`src/verilog/track_macros.svh`:
```
// fixed widths shared by the tracking controller packages and RTL
// include wherever a width or the miss counter size is needed
`ifndef TRACK_MACROS_SVH
`define TRACK_MACROS_SVH

// wheel speed in signed degrees per second, as the motor board expects
`define TRK_DPS_W 16

// horizontal centroid from the camera pipeline, 0 = no object
`define TRK_CENT_W 8

// range sensor proximity code, msb set means object is near
`define TRK_PROX_W 3

// frames without object before giving up
// 6 bits saturates at 63, roughly 3 s at camera frame rate
`define TRK_MISS_W 6

`endif

```
`src/verilog/motor_pkg.sv`:
```
// types for the motor side: wheel speeds, wheel commands and the
// tracking state reported by the control FSM
`include "track_macros.svh"

package motor_pkg;

  // signed wheel speed in degrees per second
  typedef logic signed [`TRK_DPS_W-1:0] dps_t;

  // command pair sent on to the motor board
  typedef struct packed {
    dps_t left_dps;   // left wheel
    dps_t right_dps;  // right wheel
  } wheel_cmd_t;

  // proximity lookup result
  typedef struct packed {
    dps_t base_dps;  // speed of the outer wheel, or both when centered
    dps_t slow_dps;  // base moved toward zero, for the inner wheel
  } speed_pair_t;

  // control FSM state
  //   off    enable low, wheels stopped
  //   follow object seen on the last strobe
  //   search some frames missed, keep turning toward last side
  //   lost   miss counter saturated, wheels stopped
  typedef enum logic [1:0] {
    TRK_OFF    = 2'd0,
    TRK_FOLLOW = 2'd1,
    TRK_SEARCH = 2'd2,
    TRK_LOST   = 2'd3
  } track_state_t;

endpackage

```
`src/verilog/sensor_pkg.sv`:
```
// types for the camera and range sensor side of the tracker
// centroid and proximity travel together in cam_sample_t
`include "track_macros.svh"

package sensor_pkg;

  // horizontal centroid, zero means nothing in view
  typedef logic [`TRK_CENT_W-1:0] centroid_t;

  // 0 very far .. 7 very near, top bit selects backward motion
  typedef logic [`TRK_PROX_W-1:0] prox_t;

  // one camera + range sample as it enters the top level
  typedef struct packed {
    centroid_t centroid;  // from camera pipeline
    prox_t     prox;      // from range sensor
  } cam_sample_t;

  // which side of the frame the object sits on
  typedef enum logic [1:0] {
    STEER_CENTER = 2'd0,
    STEER_LEFT   = 2'd1,
    STEER_RIGHT  = 2'd2
  } steer_t;

endpackage

```
`src/verilog/centroid_latch.sv`:
```
// keeps the last nonzero centroid and classifies which side it is on
// steer is registered and tracks a capturing strobe by one edge
`timescale 1ns/1ns

module centroid_latch (
  input  logic                  clk,
  input  logic                  rst,
  input  logic                  new_centroid,
  input  sensor_pkg::centroid_t centroid,
  output logic                  seen,   // comb, incoming centroid nonzero
  output sensor_pkg::steer_t    steer
);

  import sensor_pkg::*;

  logic      capture;   // strobe with an object in view
  centroid_t held;      // last valid centroid
  centroid_t held_nxt;
  steer_t    side_nxt;  // classification of held_nxt

  assign seen     = (centroid != '0);
  assign capture  = new_centroid & seen;
  assign held_nxt = capture ? centroid : held;  // empty frames keep old value

  // side of the held value
  always_comb begin
    if (held_nxt[4:3] == 2'b11) begin
      side_nxt = STEER_CENTER;  // middle band of the frame
    end else if (held_nxt[3:0] != 4'b0000) begin
      side_nxt = STEER_LEFT;
    end else begin
      side_nxt = STEER_RIGHT;  // also what zero after reset maps to
    end
  end

  always_ff @(posedge clk or posedge rst) begin
    if (rst) begin
      held  <= '0;
      steer <= STEER_RIGHT;
    end else begin
      held  <= held_nxt;
      steer <= side_nxt;  // same edge as the capture
    end
  end

endmodule

```
`src/verilog/speed_table.sv`:
```
// proximity lookup of the base wheel speed and the slow-side speed
// far codes drive forward, near codes (msb set) drive backward
// purely combinational, wheel_mix registers the result
`timescale 1ns/1ns
`include "track_macros.svh"

module speed_table (
  input  sensor_pkg::prox_t       prox,
  output motor_pkg::speed_pair_t  speeds
);

  import motor_pkg::*;

  dps_t base;  // base speed, signed
  dps_t trim;  // side offset magnitude, always positive

  always_comb begin
    base = '0;
    trim = '0;
    case (prox)
      3'd0: begin  // very far, full speed ahead
        base = dps_t'(180);
        trim = dps_t'(60);
      end
      3'd1: begin
        base = dps_t'(140);
        trim = dps_t'(45);
      end
      3'd2: begin
        base = dps_t'(100);
        trim = dps_t'(30);
      end
      3'd3: begin  // close to target distance
        base = dps_t'(60);
        trim = dps_t'(15);
      end
      3'd4: begin  // slightly too close, back off gently
        base = dps_t'(-60);
        trim = dps_t'(15);
      end
      3'd5: begin
        base = dps_t'(-100);
        trim = dps_t'(30);
      end
      3'd6: begin
        base = dps_t'(-140);
        trim = dps_t'(45);
      end
      3'd7: begin  // very near, full speed back
        base = dps_t'(-180);
        trim = dps_t'(60);
      end
    endcase
  end

  assign speeds.base_dps = base;
  // move toward zero: add when going backward, subtract when forward
  assign speeds.slow_dps = prox[`TRK_PROX_W-1] ? base + trim : base - trim;

endmodule

```
`src/verilog/track_ctrl.sv`:
```
// control FSM of the tracker, counts frames without an object and
// decides whether the wheels may turn (drive_en)
// state and drive_en are registered from enable and the miss counter
`timescale 1ns/1ns
`include "track_macros.svh"

module track_ctrl (
  input  logic                    clk,
  input  logic                    rst,
  input  logic                    enable,        // low stops the wheels
  input  logic                    new_centroid,  // one cycle per frame
  input  logic                    seen,          // centroid nonzero this frame
  output logic                    drive_en,
  output motor_pkg::track_state_t state
);

  import motor_pkg::*;

  logic [`TRK_MISS_W-1:0] miss_cnt;   // consecutive empty frames
  logic                   miss_full;  // counter saturated
  track_state_t           state_nxt;

  assign miss_full = &miss_cnt;  // all ones, object lost

  // miss counter, only moves on a frame strobe
  // enable does not clear it, a lost object stays lost across re-enable
  always_ff @(posedge clk or posedge rst) begin
    if (rst) begin
      miss_cnt <= '0;
    end else if (new_centroid) begin
      if (seen) begin
        miss_cnt <= '0;  // object back in view
      end else if (!miss_full) begin
        miss_cnt <= miss_cnt + 1'b1;
      end
      // saturated: hold at all ones
    end
  end

  // next state from enable and current count
  always_comb begin
    if (!enable) begin
      state_nxt = TRK_OFF;
    end else if (miss_full) begin
      state_nxt = TRK_LOST;
    end else if (miss_cnt != '0) begin
      state_nxt = TRK_SEARCH;  // keep heading to last known side
    end else begin
      state_nxt = TRK_FOLLOW;
    end
  end

  // registered state, drive_en alongside so both change on one edge
  always_ff @(posedge clk or posedge rst) begin
    if (rst) begin
      state    <= TRK_OFF;
      drive_en <= 1'b0;
    end else begin
      state    <= state_nxt;
      drive_en <= (state_nxt == TRK_FOLLOW) || (state_nxt == TRK_SEARCH);
    end
  end

endmodule

```
`src/verilog/tracker_top.sv`:
```
// top of the object-following steering controller
// camera/range sample in, signed wheel commands and FSM state out
// control path is track_ctrl, datapath is latch -> table -> mix
`timescale 1ns/1ns

module tracker_top (
  input  logic                    clk,
  input  logic                    rst,
  input  logic                    enable,
  input  logic                    new_centroid,  // frame strobe
  input  sensor_pkg::cam_sample_t cam,
  output motor_pkg::wheel_cmd_t   wheel,
  output motor_pkg::track_state_t state
);

  import sensor_pkg::*;
  import motor_pkg::*;

  logic        seen;      // object in the current sample
  logic        drive_en;  // wheels allowed to turn
  steer_t      steer;     // side of last valid centroid
  speed_pair_t speeds;    // from proximity lookup

  track_ctrl u_ctrl (
    .clk          (clk),
    .rst          (rst),
    .enable       (enable),
    .new_centroid (new_centroid),
    .seen         (seen),
    .drive_en     (drive_en),
    .state        (state)
  );

  centroid_latch u_latch (
    .clk          (clk),
    .rst          (rst),
    .new_centroid (new_centroid),
    .centroid     (cam.centroid),
    .seen         (seen),
    .steer        (steer)
  );

  speed_table u_table (
    .prox   (cam.prox),
    .speeds (speeds)
  );

  wheel_mix u_mix (
    .clk      (clk),
    .rst      (rst),
    .drive_en (drive_en),
    .steer    (steer),
    .backward (cam.prox[$bits(prox_t)-1]),  // near codes reverse
    .speeds   (speeds),
    .wheel    (wheel)
  );

endmodule

```
`src/verilog/wheel_mix.sv`:
```
// picks which wheel takes the slow-side speed and registers both
// wheel commands; drive_en low forces the wheels to zero
`timescale 1ns/1ns

module wheel_mix (
  input  logic                   clk,
  input  logic                   rst,
  input  logic                   drive_en,  // from control FSM
  input  sensor_pkg::steer_t     steer,
  input  logic                   backward,  // proximity msb
  input  motor_pkg::speed_pair_t speeds,
  output motor_pkg::wheel_cmd_t  wheel
);

  import sensor_pkg::*;
  import motor_pkg::*;

  dps_t left_nxt;
  dps_t right_nxt;

  // turning toward the object means slowing the inner wheel
  // going backward swaps which wheel is inner
  always_comb begin
    left_nxt  = speeds.base_dps;
    right_nxt = speeds.base_dps;
    case (steer)
      STEER_LEFT: begin
        if (backward) begin
          right_nxt = speeds.slow_dps;
        end else begin
          left_nxt = speeds.slow_dps;
        end
      end
      STEER_RIGHT: begin
        if (backward) begin
          left_nxt = speeds.slow_dps;
        end else begin
          right_nxt = speeds.slow_dps;
        end
      end
      default: begin
        // centered, both at base speed
      end
    endcase
  end

  always_ff @(posedge clk or posedge rst) begin
    if (rst) begin
      wheel <= '0;
    end else if (!drive_en) begin
      wheel <= '0;  // off or lost, stop
    end else begin
      wheel.left_dps  <= left_nxt;
      wheel.right_dps <= right_nxt;
    end
  end

endmodule
```
`config.mk`:
```
export PLATFORM = sky130hd
export DESIGN_NAME = tracker_top
export DESIGN_NICKNAME = d
export VERILOG_FILES = /design/src/verilog/motor_pkg.sv /design/src/verilog/sensor_pkg.sv /design/src/verilog/centroid_latch.sv /design/src/verilog/speed_table.sv /design/src/verilog/track_ctrl.sv /design/src/verilog/tracker_top.sv /design/src/verilog/wheel_mix.sv
export VERILOG_INCLUDE_DIRS = /design/src /design/src/verilog
export SDC_FILE = /design/constraint.sdc
export NUM_CORES = 1
export LEC_CHECK = 0
export BUFFER_PORTS_ARGS = -buffer_cell sky130_fd_sc_hd__buf_4
export CAP_MARGIN = 20
export CORE_AREA = 4 4 61 90
export CTS_CLUSTER_SIZE = 16
export DETAILED_ROUTE_END_ITERATION = 8
export DIE_AREA = 0 0 65 94
export PLACE_DENSITY = 0.83
export SLEW_MARGIN = 10
export SYNTH_ARGS = -nofsm -noshare
export SYNTH_HDL_FRONTEND = slang
export SYNTH_SLANG_ARGS = --single-unit
```
`constraint.sdc`:
```
create_clock -name clk -period 3.25 [get_ports clk]
set_input_delay 0.65 -clock clk [delete_from_list [all_inputs] [get_ports clk]]
set_output_delay 0.65 -clock clk [all_outputs]
set_load 0.01 [all_outputs]
```
Word-level counts from Yosys, hierarchy flattened
Memory sizes are Yosys's and may differ from the RTL's.
Index checks and enable logic that the tools add are counted.
{"block": "op_classes", "n_addsub": 3, "multipliers": 0, "n_div": 0, "order_cmp": 0, "eq_ne": 6, "shift": 0, "mux": 14, "bitwise_logic": 1, "reduce_logical": 6}
{"operator": "one-hot mux 16 bit (2 select lines)", "count": 2}
{"operator": "two-way mux 16 bit", "count": 3}
{"operator": "two-way mux 32 bit", "count": 1}
{"operator": "adder 16 bit", "count": 1}
{"operator": "subtractor 16 bit", "count": 1}
{"operator": "two-way mux 6 bit", "count": 2}
{"operator": "two-way mux 2 bit", "count": 5}
{"operator": "nonzero test 8 bit", "count": 1}
{"operator": "adder 6 x 1 -> 6 bit, second input constant", "count": 1}
{"operator": "== test 2 bit, second input constant", "count": 3}
{"operator": "AND reduction 6 bit", "count": 1}
{"operator": "nonzero test 6 bit", "count": 1}
{"operator": "two-way mux 5 bit", "count": 1}
{"operator": "== test 2 x 1 -> 1 bit, second input constant", "count": 2}
{"operator": "nonzero test 4 bit", "count": 1}
{"operator": "inequality test 2 x 1 -> 1 bit, second input constant", "count": 1}
{"operator": "AND reduction 2 bit", "count": 1}
{"operator": "bitwise AND 1 bit", "count": 1}
{"operator": "logical OR 1 bit", "count": 1}
{"block": "word_totals", "ff_bits": 48, "latchBits": 0, "ramBits": 0, "romBits": 136, "inputBits": 15, "out_inout_bits": 34, "wordCells": 38, "mem_count": 1}
{"name": "(no name shown)", "words": 8, "width": 17, "read_ports": 1, "rd_ports_with_merged_regs": 0, "wr": 0, "line": "speed_table.sv:20", "text": "case (prox)"}

Longest topological paths before layout
{"block": "depth", "ltp_word": 6, "ltp_mapped": 10}

By module
Synthesis repeated with hierarchy kept, for this count alone.
{"block": "hier_totals", "cells_unflattened": 308, "area_unflattened_um2": 3098.0}
{"mod": "wheel_mix", "n_inst": 1, "cells_each": 155, "area_per_inst_um2": 1694.1}
{"mod": "speed_table", "n_inst": 1, "cells_each": 77, "area_per_inst_um2": 595.6}
{"mod": "track_ctrl", "n_inst": 1, "cells_each": 47, "area_per_inst_um2": 473.0}
{"mod": "centroid_latch", "n_inst": 1, "cells_each": 29, "area_per_inst_um2": 335.3}

Worst setup path after synthesis
No wires, ideal clock.
{"block": "synth_timing", "path_kind": "input to register", "from": "in cam[0] in the netlist's numbering", "to": "reg, netlist name u_mix.wheel[10]", "setup_ps": 135, "arrival_time_ps": 2634, "required_time_ps": 3115, "path_slack_ps": 481, "stages": 8, "n_path_buf": 0, "cell_sequence": "inv_1 -> ha_1 -> xnor2_1 -> ha_1 -> fa_1 -> or3_1 -> a311oi_2 -> nor3b_1"}
{"block": "synth_between", "elab_chain_cells": 6, "word_cells_on_any_way": 8, "classes_between": "2 x add/sub; 5 x mux; 1 x memory"}
{"item": "start: declaration", "line": "tracker_top.sv:11", "text": "input sensor_pkg::cam_sample_t cam,"}
{"item": "memory (8 x 17 bit) *"}
{"item": "subtractor 16 bit / adder 16 bit (equally long branches)", "line": "speed_table.sv:58", "text": "assign speeds.slow_dps = prox[`TRK_PROX_W-1] ? base + trim : base - trim;"}
{"item": "two-way mux 16 bit", "line": "speed_table.sv:58"}
{"item": "two-way mux 16 bit, on equally long branches", "line": "wheel_mix.sv:35, wheel_mix.sv:28"}
{"item": "one-hot mux 16 bit (2 select lines) *", "line": "wheel_mix.sv:26", "text": "case (steer)"}
{"item": "two-way mux 32 bit *", "line": "wheel_mix.sv:50", "text": "end else if (!drive_en) begin"}
Mark *: on every way between the ends. The rest lies on a longest branch, timed or not.
A chain may end at the register's enable or synchronous reset.

Final worst setup path
{"block": "layout_timing", "from": "in cam[0] in the netlist's numbering", "to": "reg, netlist name u_mix.wheel[24]"}
{"block": "layout_between", "elab_chain_cells": 6, "word_cells_on_any_way": 8, "classes_between": "2 x add/sub; 5 x mux; 1 x memory"}
{"item": "memory (8 x 17 bit) *"}
{"item": "subtractor 16 bit / adder 16 bit (equally long branches)", "line": "speed_table.sv:58"}
{"item": "two-way mux 16 bit", "line": "speed_table.sv:58"}
{"item": "two-way mux 16 bit, on equally long branches", "line": "wheel_mix.sv:35, wheel_mix.sv:28"}
{"item": "one-hot mux 16 bit (2 select lines) *", "line": "wheel_mix.sv:26"}
{"item": "two-way mux 32 bit *", "line": "wheel_mix.sv:50"}
Marks and branches as above.

==> results.toml <==
[outcome]
status = "finished clean"

[placed_design]
io_buffer_count = 48
dp_slack_ps = 86.8
gp_congestion = 0.984
dp.cells = 384
dpl.hpwl_um = 4680

[layout]
layoutNonFillerInstCount = 392
n_antenna_cell = 0
seqCellArea_mm2 = 0.00120
nNetsFinal = 362
area_delta_synth_final_pct = 18.1
fillers = 412
multiInputGateArea_mm2 = 0.00143
drive_gt1_frac = 0.242

[clock_network]
cts_sinks = 48
postCtsHoldBufs = 0
cts_buffers = 5
post_cts_resize_count = 0
clk_pin_slew_ps = 90
cts_buffer_depth = 2
post-cts-setup-buffers = 0
tritoncts = "built"
clk_latency_ps = 300
cts_max_level = 2
clockRootBuffer = "clkbuf_8"

[power_and_ir_drop]
vdd_drop_max_mv = 0.264
p_comb_frac = 0.314
p_switching_uw = 498
p_clk_frac = 0.244
p_int_uw = 1040
p_leak_uw = 0.00157
cellPowerDensity_mw_per_mm2 = 471
seq_power_share = 0.442
switching_share = 0.323

[min_path]
min_path_type = "flop to flop"
min_path_cells = 2

[drt]
viasPerCell = 5.93
dr.pass1.iters = 4
wl_per_cell_um = 15.6
vias = 2324
drc = 0
drtAntennaViolNets = 0
wl_um = 6110
drt-initial-drc-count = 108

[timing]
skew_ps = 4.43
rsz0062_at_grt = "no"
fmax_mhz = 349
tns_ps = 0
setup_ws_ps = 381
worstMarginPinSlew_ps = 922
finalCritPeriodShare = 0.883
slew_viol_final = 0
hold_viol = 0
fin_crit_ps = 2870
setup_viol_count_final = 0
slew_headroom = 0.384

[synth]
synth_seq_area_share = 0.433
yosys-top-cells-count = "dfrtp_1, nand2_1, ha_1"
yosys.area.top_type = "dfrtp_1"
synth-async-reset-ratio = 1.00
yosysMostFrequentCell = "dfrtp_1"
synth_cell_type_count = 64
syn-instance-count = 279
synth-seq-cells = 48
synth_area_leaders = "dfrtp_1, ha_1, a21oi_1"
synth_edf_count = 0
yosys_warnings = 0
syn_nets = 316
synthesis.area_mm2 = 0.00278
ys.flop_type = "dfrtp_1"
syn_area_per_cell_um2 = 9.95
synth_top_area_frac = 0.424

[grt]
grt_first_pass_wirelength_um = 10300
antenna_found_initial = 0
grt_overflow_total = 0
track_usage = 0.218
grt_pass1_vias = 2265
grt_max_degree = 49

[critical_path]
cp-end-kind = "flop"
critPathRequiredTime_ps = 3420
cp_max_fo = 11
r2r_cells = 4
critPathKind = "input port to flop"
rrSetupSlack_ps = 1400
worstPathArrival_ps = 3040
start_kind = "input port"

[run]
maxCapViolCount = 0

[floorplan]
core.rowCount = 31
die_y_um = 94
start_util = 0.582
coreArea_mm2 = 0.00477
io_pins = 49
die_area_mm2 = 0.00611
dieWidth_um = 65
-- layout by cell type, fill, tap and decap left out, types with 3 or more instances in the layout --
| cell type | count |
|---|---|
| a22oi_1 | 4 |
| and2_1 | 3 |
| a31oi_1 | 4 |
| mux2i_1 | 4 |
| or3_1 | 3 |
| nand3_1 | 4 |
| dfrtp_1 | 47 |
| inv_1 | 18 |
| ha_1 | 21 |
| nor2b_1 | 5 |
| nand2_1 | 22 |
| nor2_1 | 20 |
| a221oi_1 | 4 |
| nor4_1 | 3 |
| nor3b_1 | 9 |
| o31ai_1 | 3 |
| clkbuf_8 | 6 |
| o22ai_1 | 5 |
| and3_1 | 3 |
| buf_4 | 52 |
| o21ai_0 | 11 |
| a21oi_1 | 20 |
-- worst max-delay path, stage by stage --
cell      delay (ps)
buf_4            160
inv_1            110
ha_1             340
xnor2_1          160
ha_1             250
fa_1             400
or3_1            440
a311oi_2         420
nor3b_1          110
-- stage by stage --
step	hold WS, ps	total power [uW]	utilization	instance area (um2)
floorplan	461	999	-	2780
global placement	475	1170	0.667	3180
detailed placement	491	1180	0.667	3180
CTS	513	1550	0.687	3280
global route	551	1630	0.687	3280
finish	510	1540	0.687	3280
-- metal layers --
| layer | part of all wire | vias to the layer above | global-route usage |
|---|---|---|---|
| met5 | 0 | - | 0 |
| met4 | 0.035 | 0 | 0.111 |
| met3 | 0.040 | 16 | 0.0323 |
| met2 | 0.56 | 70 | 0.405 |
| met1 | 0.37 | 1140 | 0.235 |
| li1 | - | 1098 | - |
-- power by group through the flow --
stage	sequential [uW]	clock, uW	combinational, uW
6_report	681	376	485
2_1_floorplan	722	0	277
3_3_place_gp	692	0	473
3_5_place_dp	694	0	483
4_1_cts	682	379	485
5_1_grt	690	411	531
-- area by class of cell --
cell class                 count  share of cell area
multi-input combinational    199               0.437
tap                           66              0.0252
clock inverter                 2             0.00458
timing repair buffer          52               0.119
clock buffer                   6              0.0252
inverter                      19              0.0218
sequential                    48               0.367
-- cells by family after synthesis --
family | count (synthesis) | synth area share
AO/OA/AOI/OAI | 79 | 0.208
buffers and inverters | 32 | 0.0500
adder cells (fa/ha/maj) | 22 | 0.102
flip-flops | 48 | 0.433
XOR/XNOR | 2 | 0.00631
AND/OR/NAND/NOR | 90 | 0.178
multiplexers | 6 | 0.0225
-- final timing paths --
check | to | from
worst min-delay path | u_latch.held[2] | u_latch.held[2]
worst min register to register | u_latch.held[2] | u_latch.held[2]
max in group asynchronous | u_mix.wheel[6] | rst
worst max-delay path | u_mix.wheel[24] | cam[0]
min in group asynchronous | u_latch.held[4] | rst
worst max register to register | u_mix.wheel[6] | u_latch.steer[1]
-- flip-flops by register name (all words and copies together) (netlist names) --
| register | count |
|---|---|
| u_mix.wheel | 32 |
| u_ctrl.miss_cnt | 6 |
| u_latch.held | 5 |
| u_ctrl.state | 2 |
| u_latch.steer | 2 |
| u_ctrl.drive_en | 1 |
Note: power is estimated with default switching activity, not from simulation.
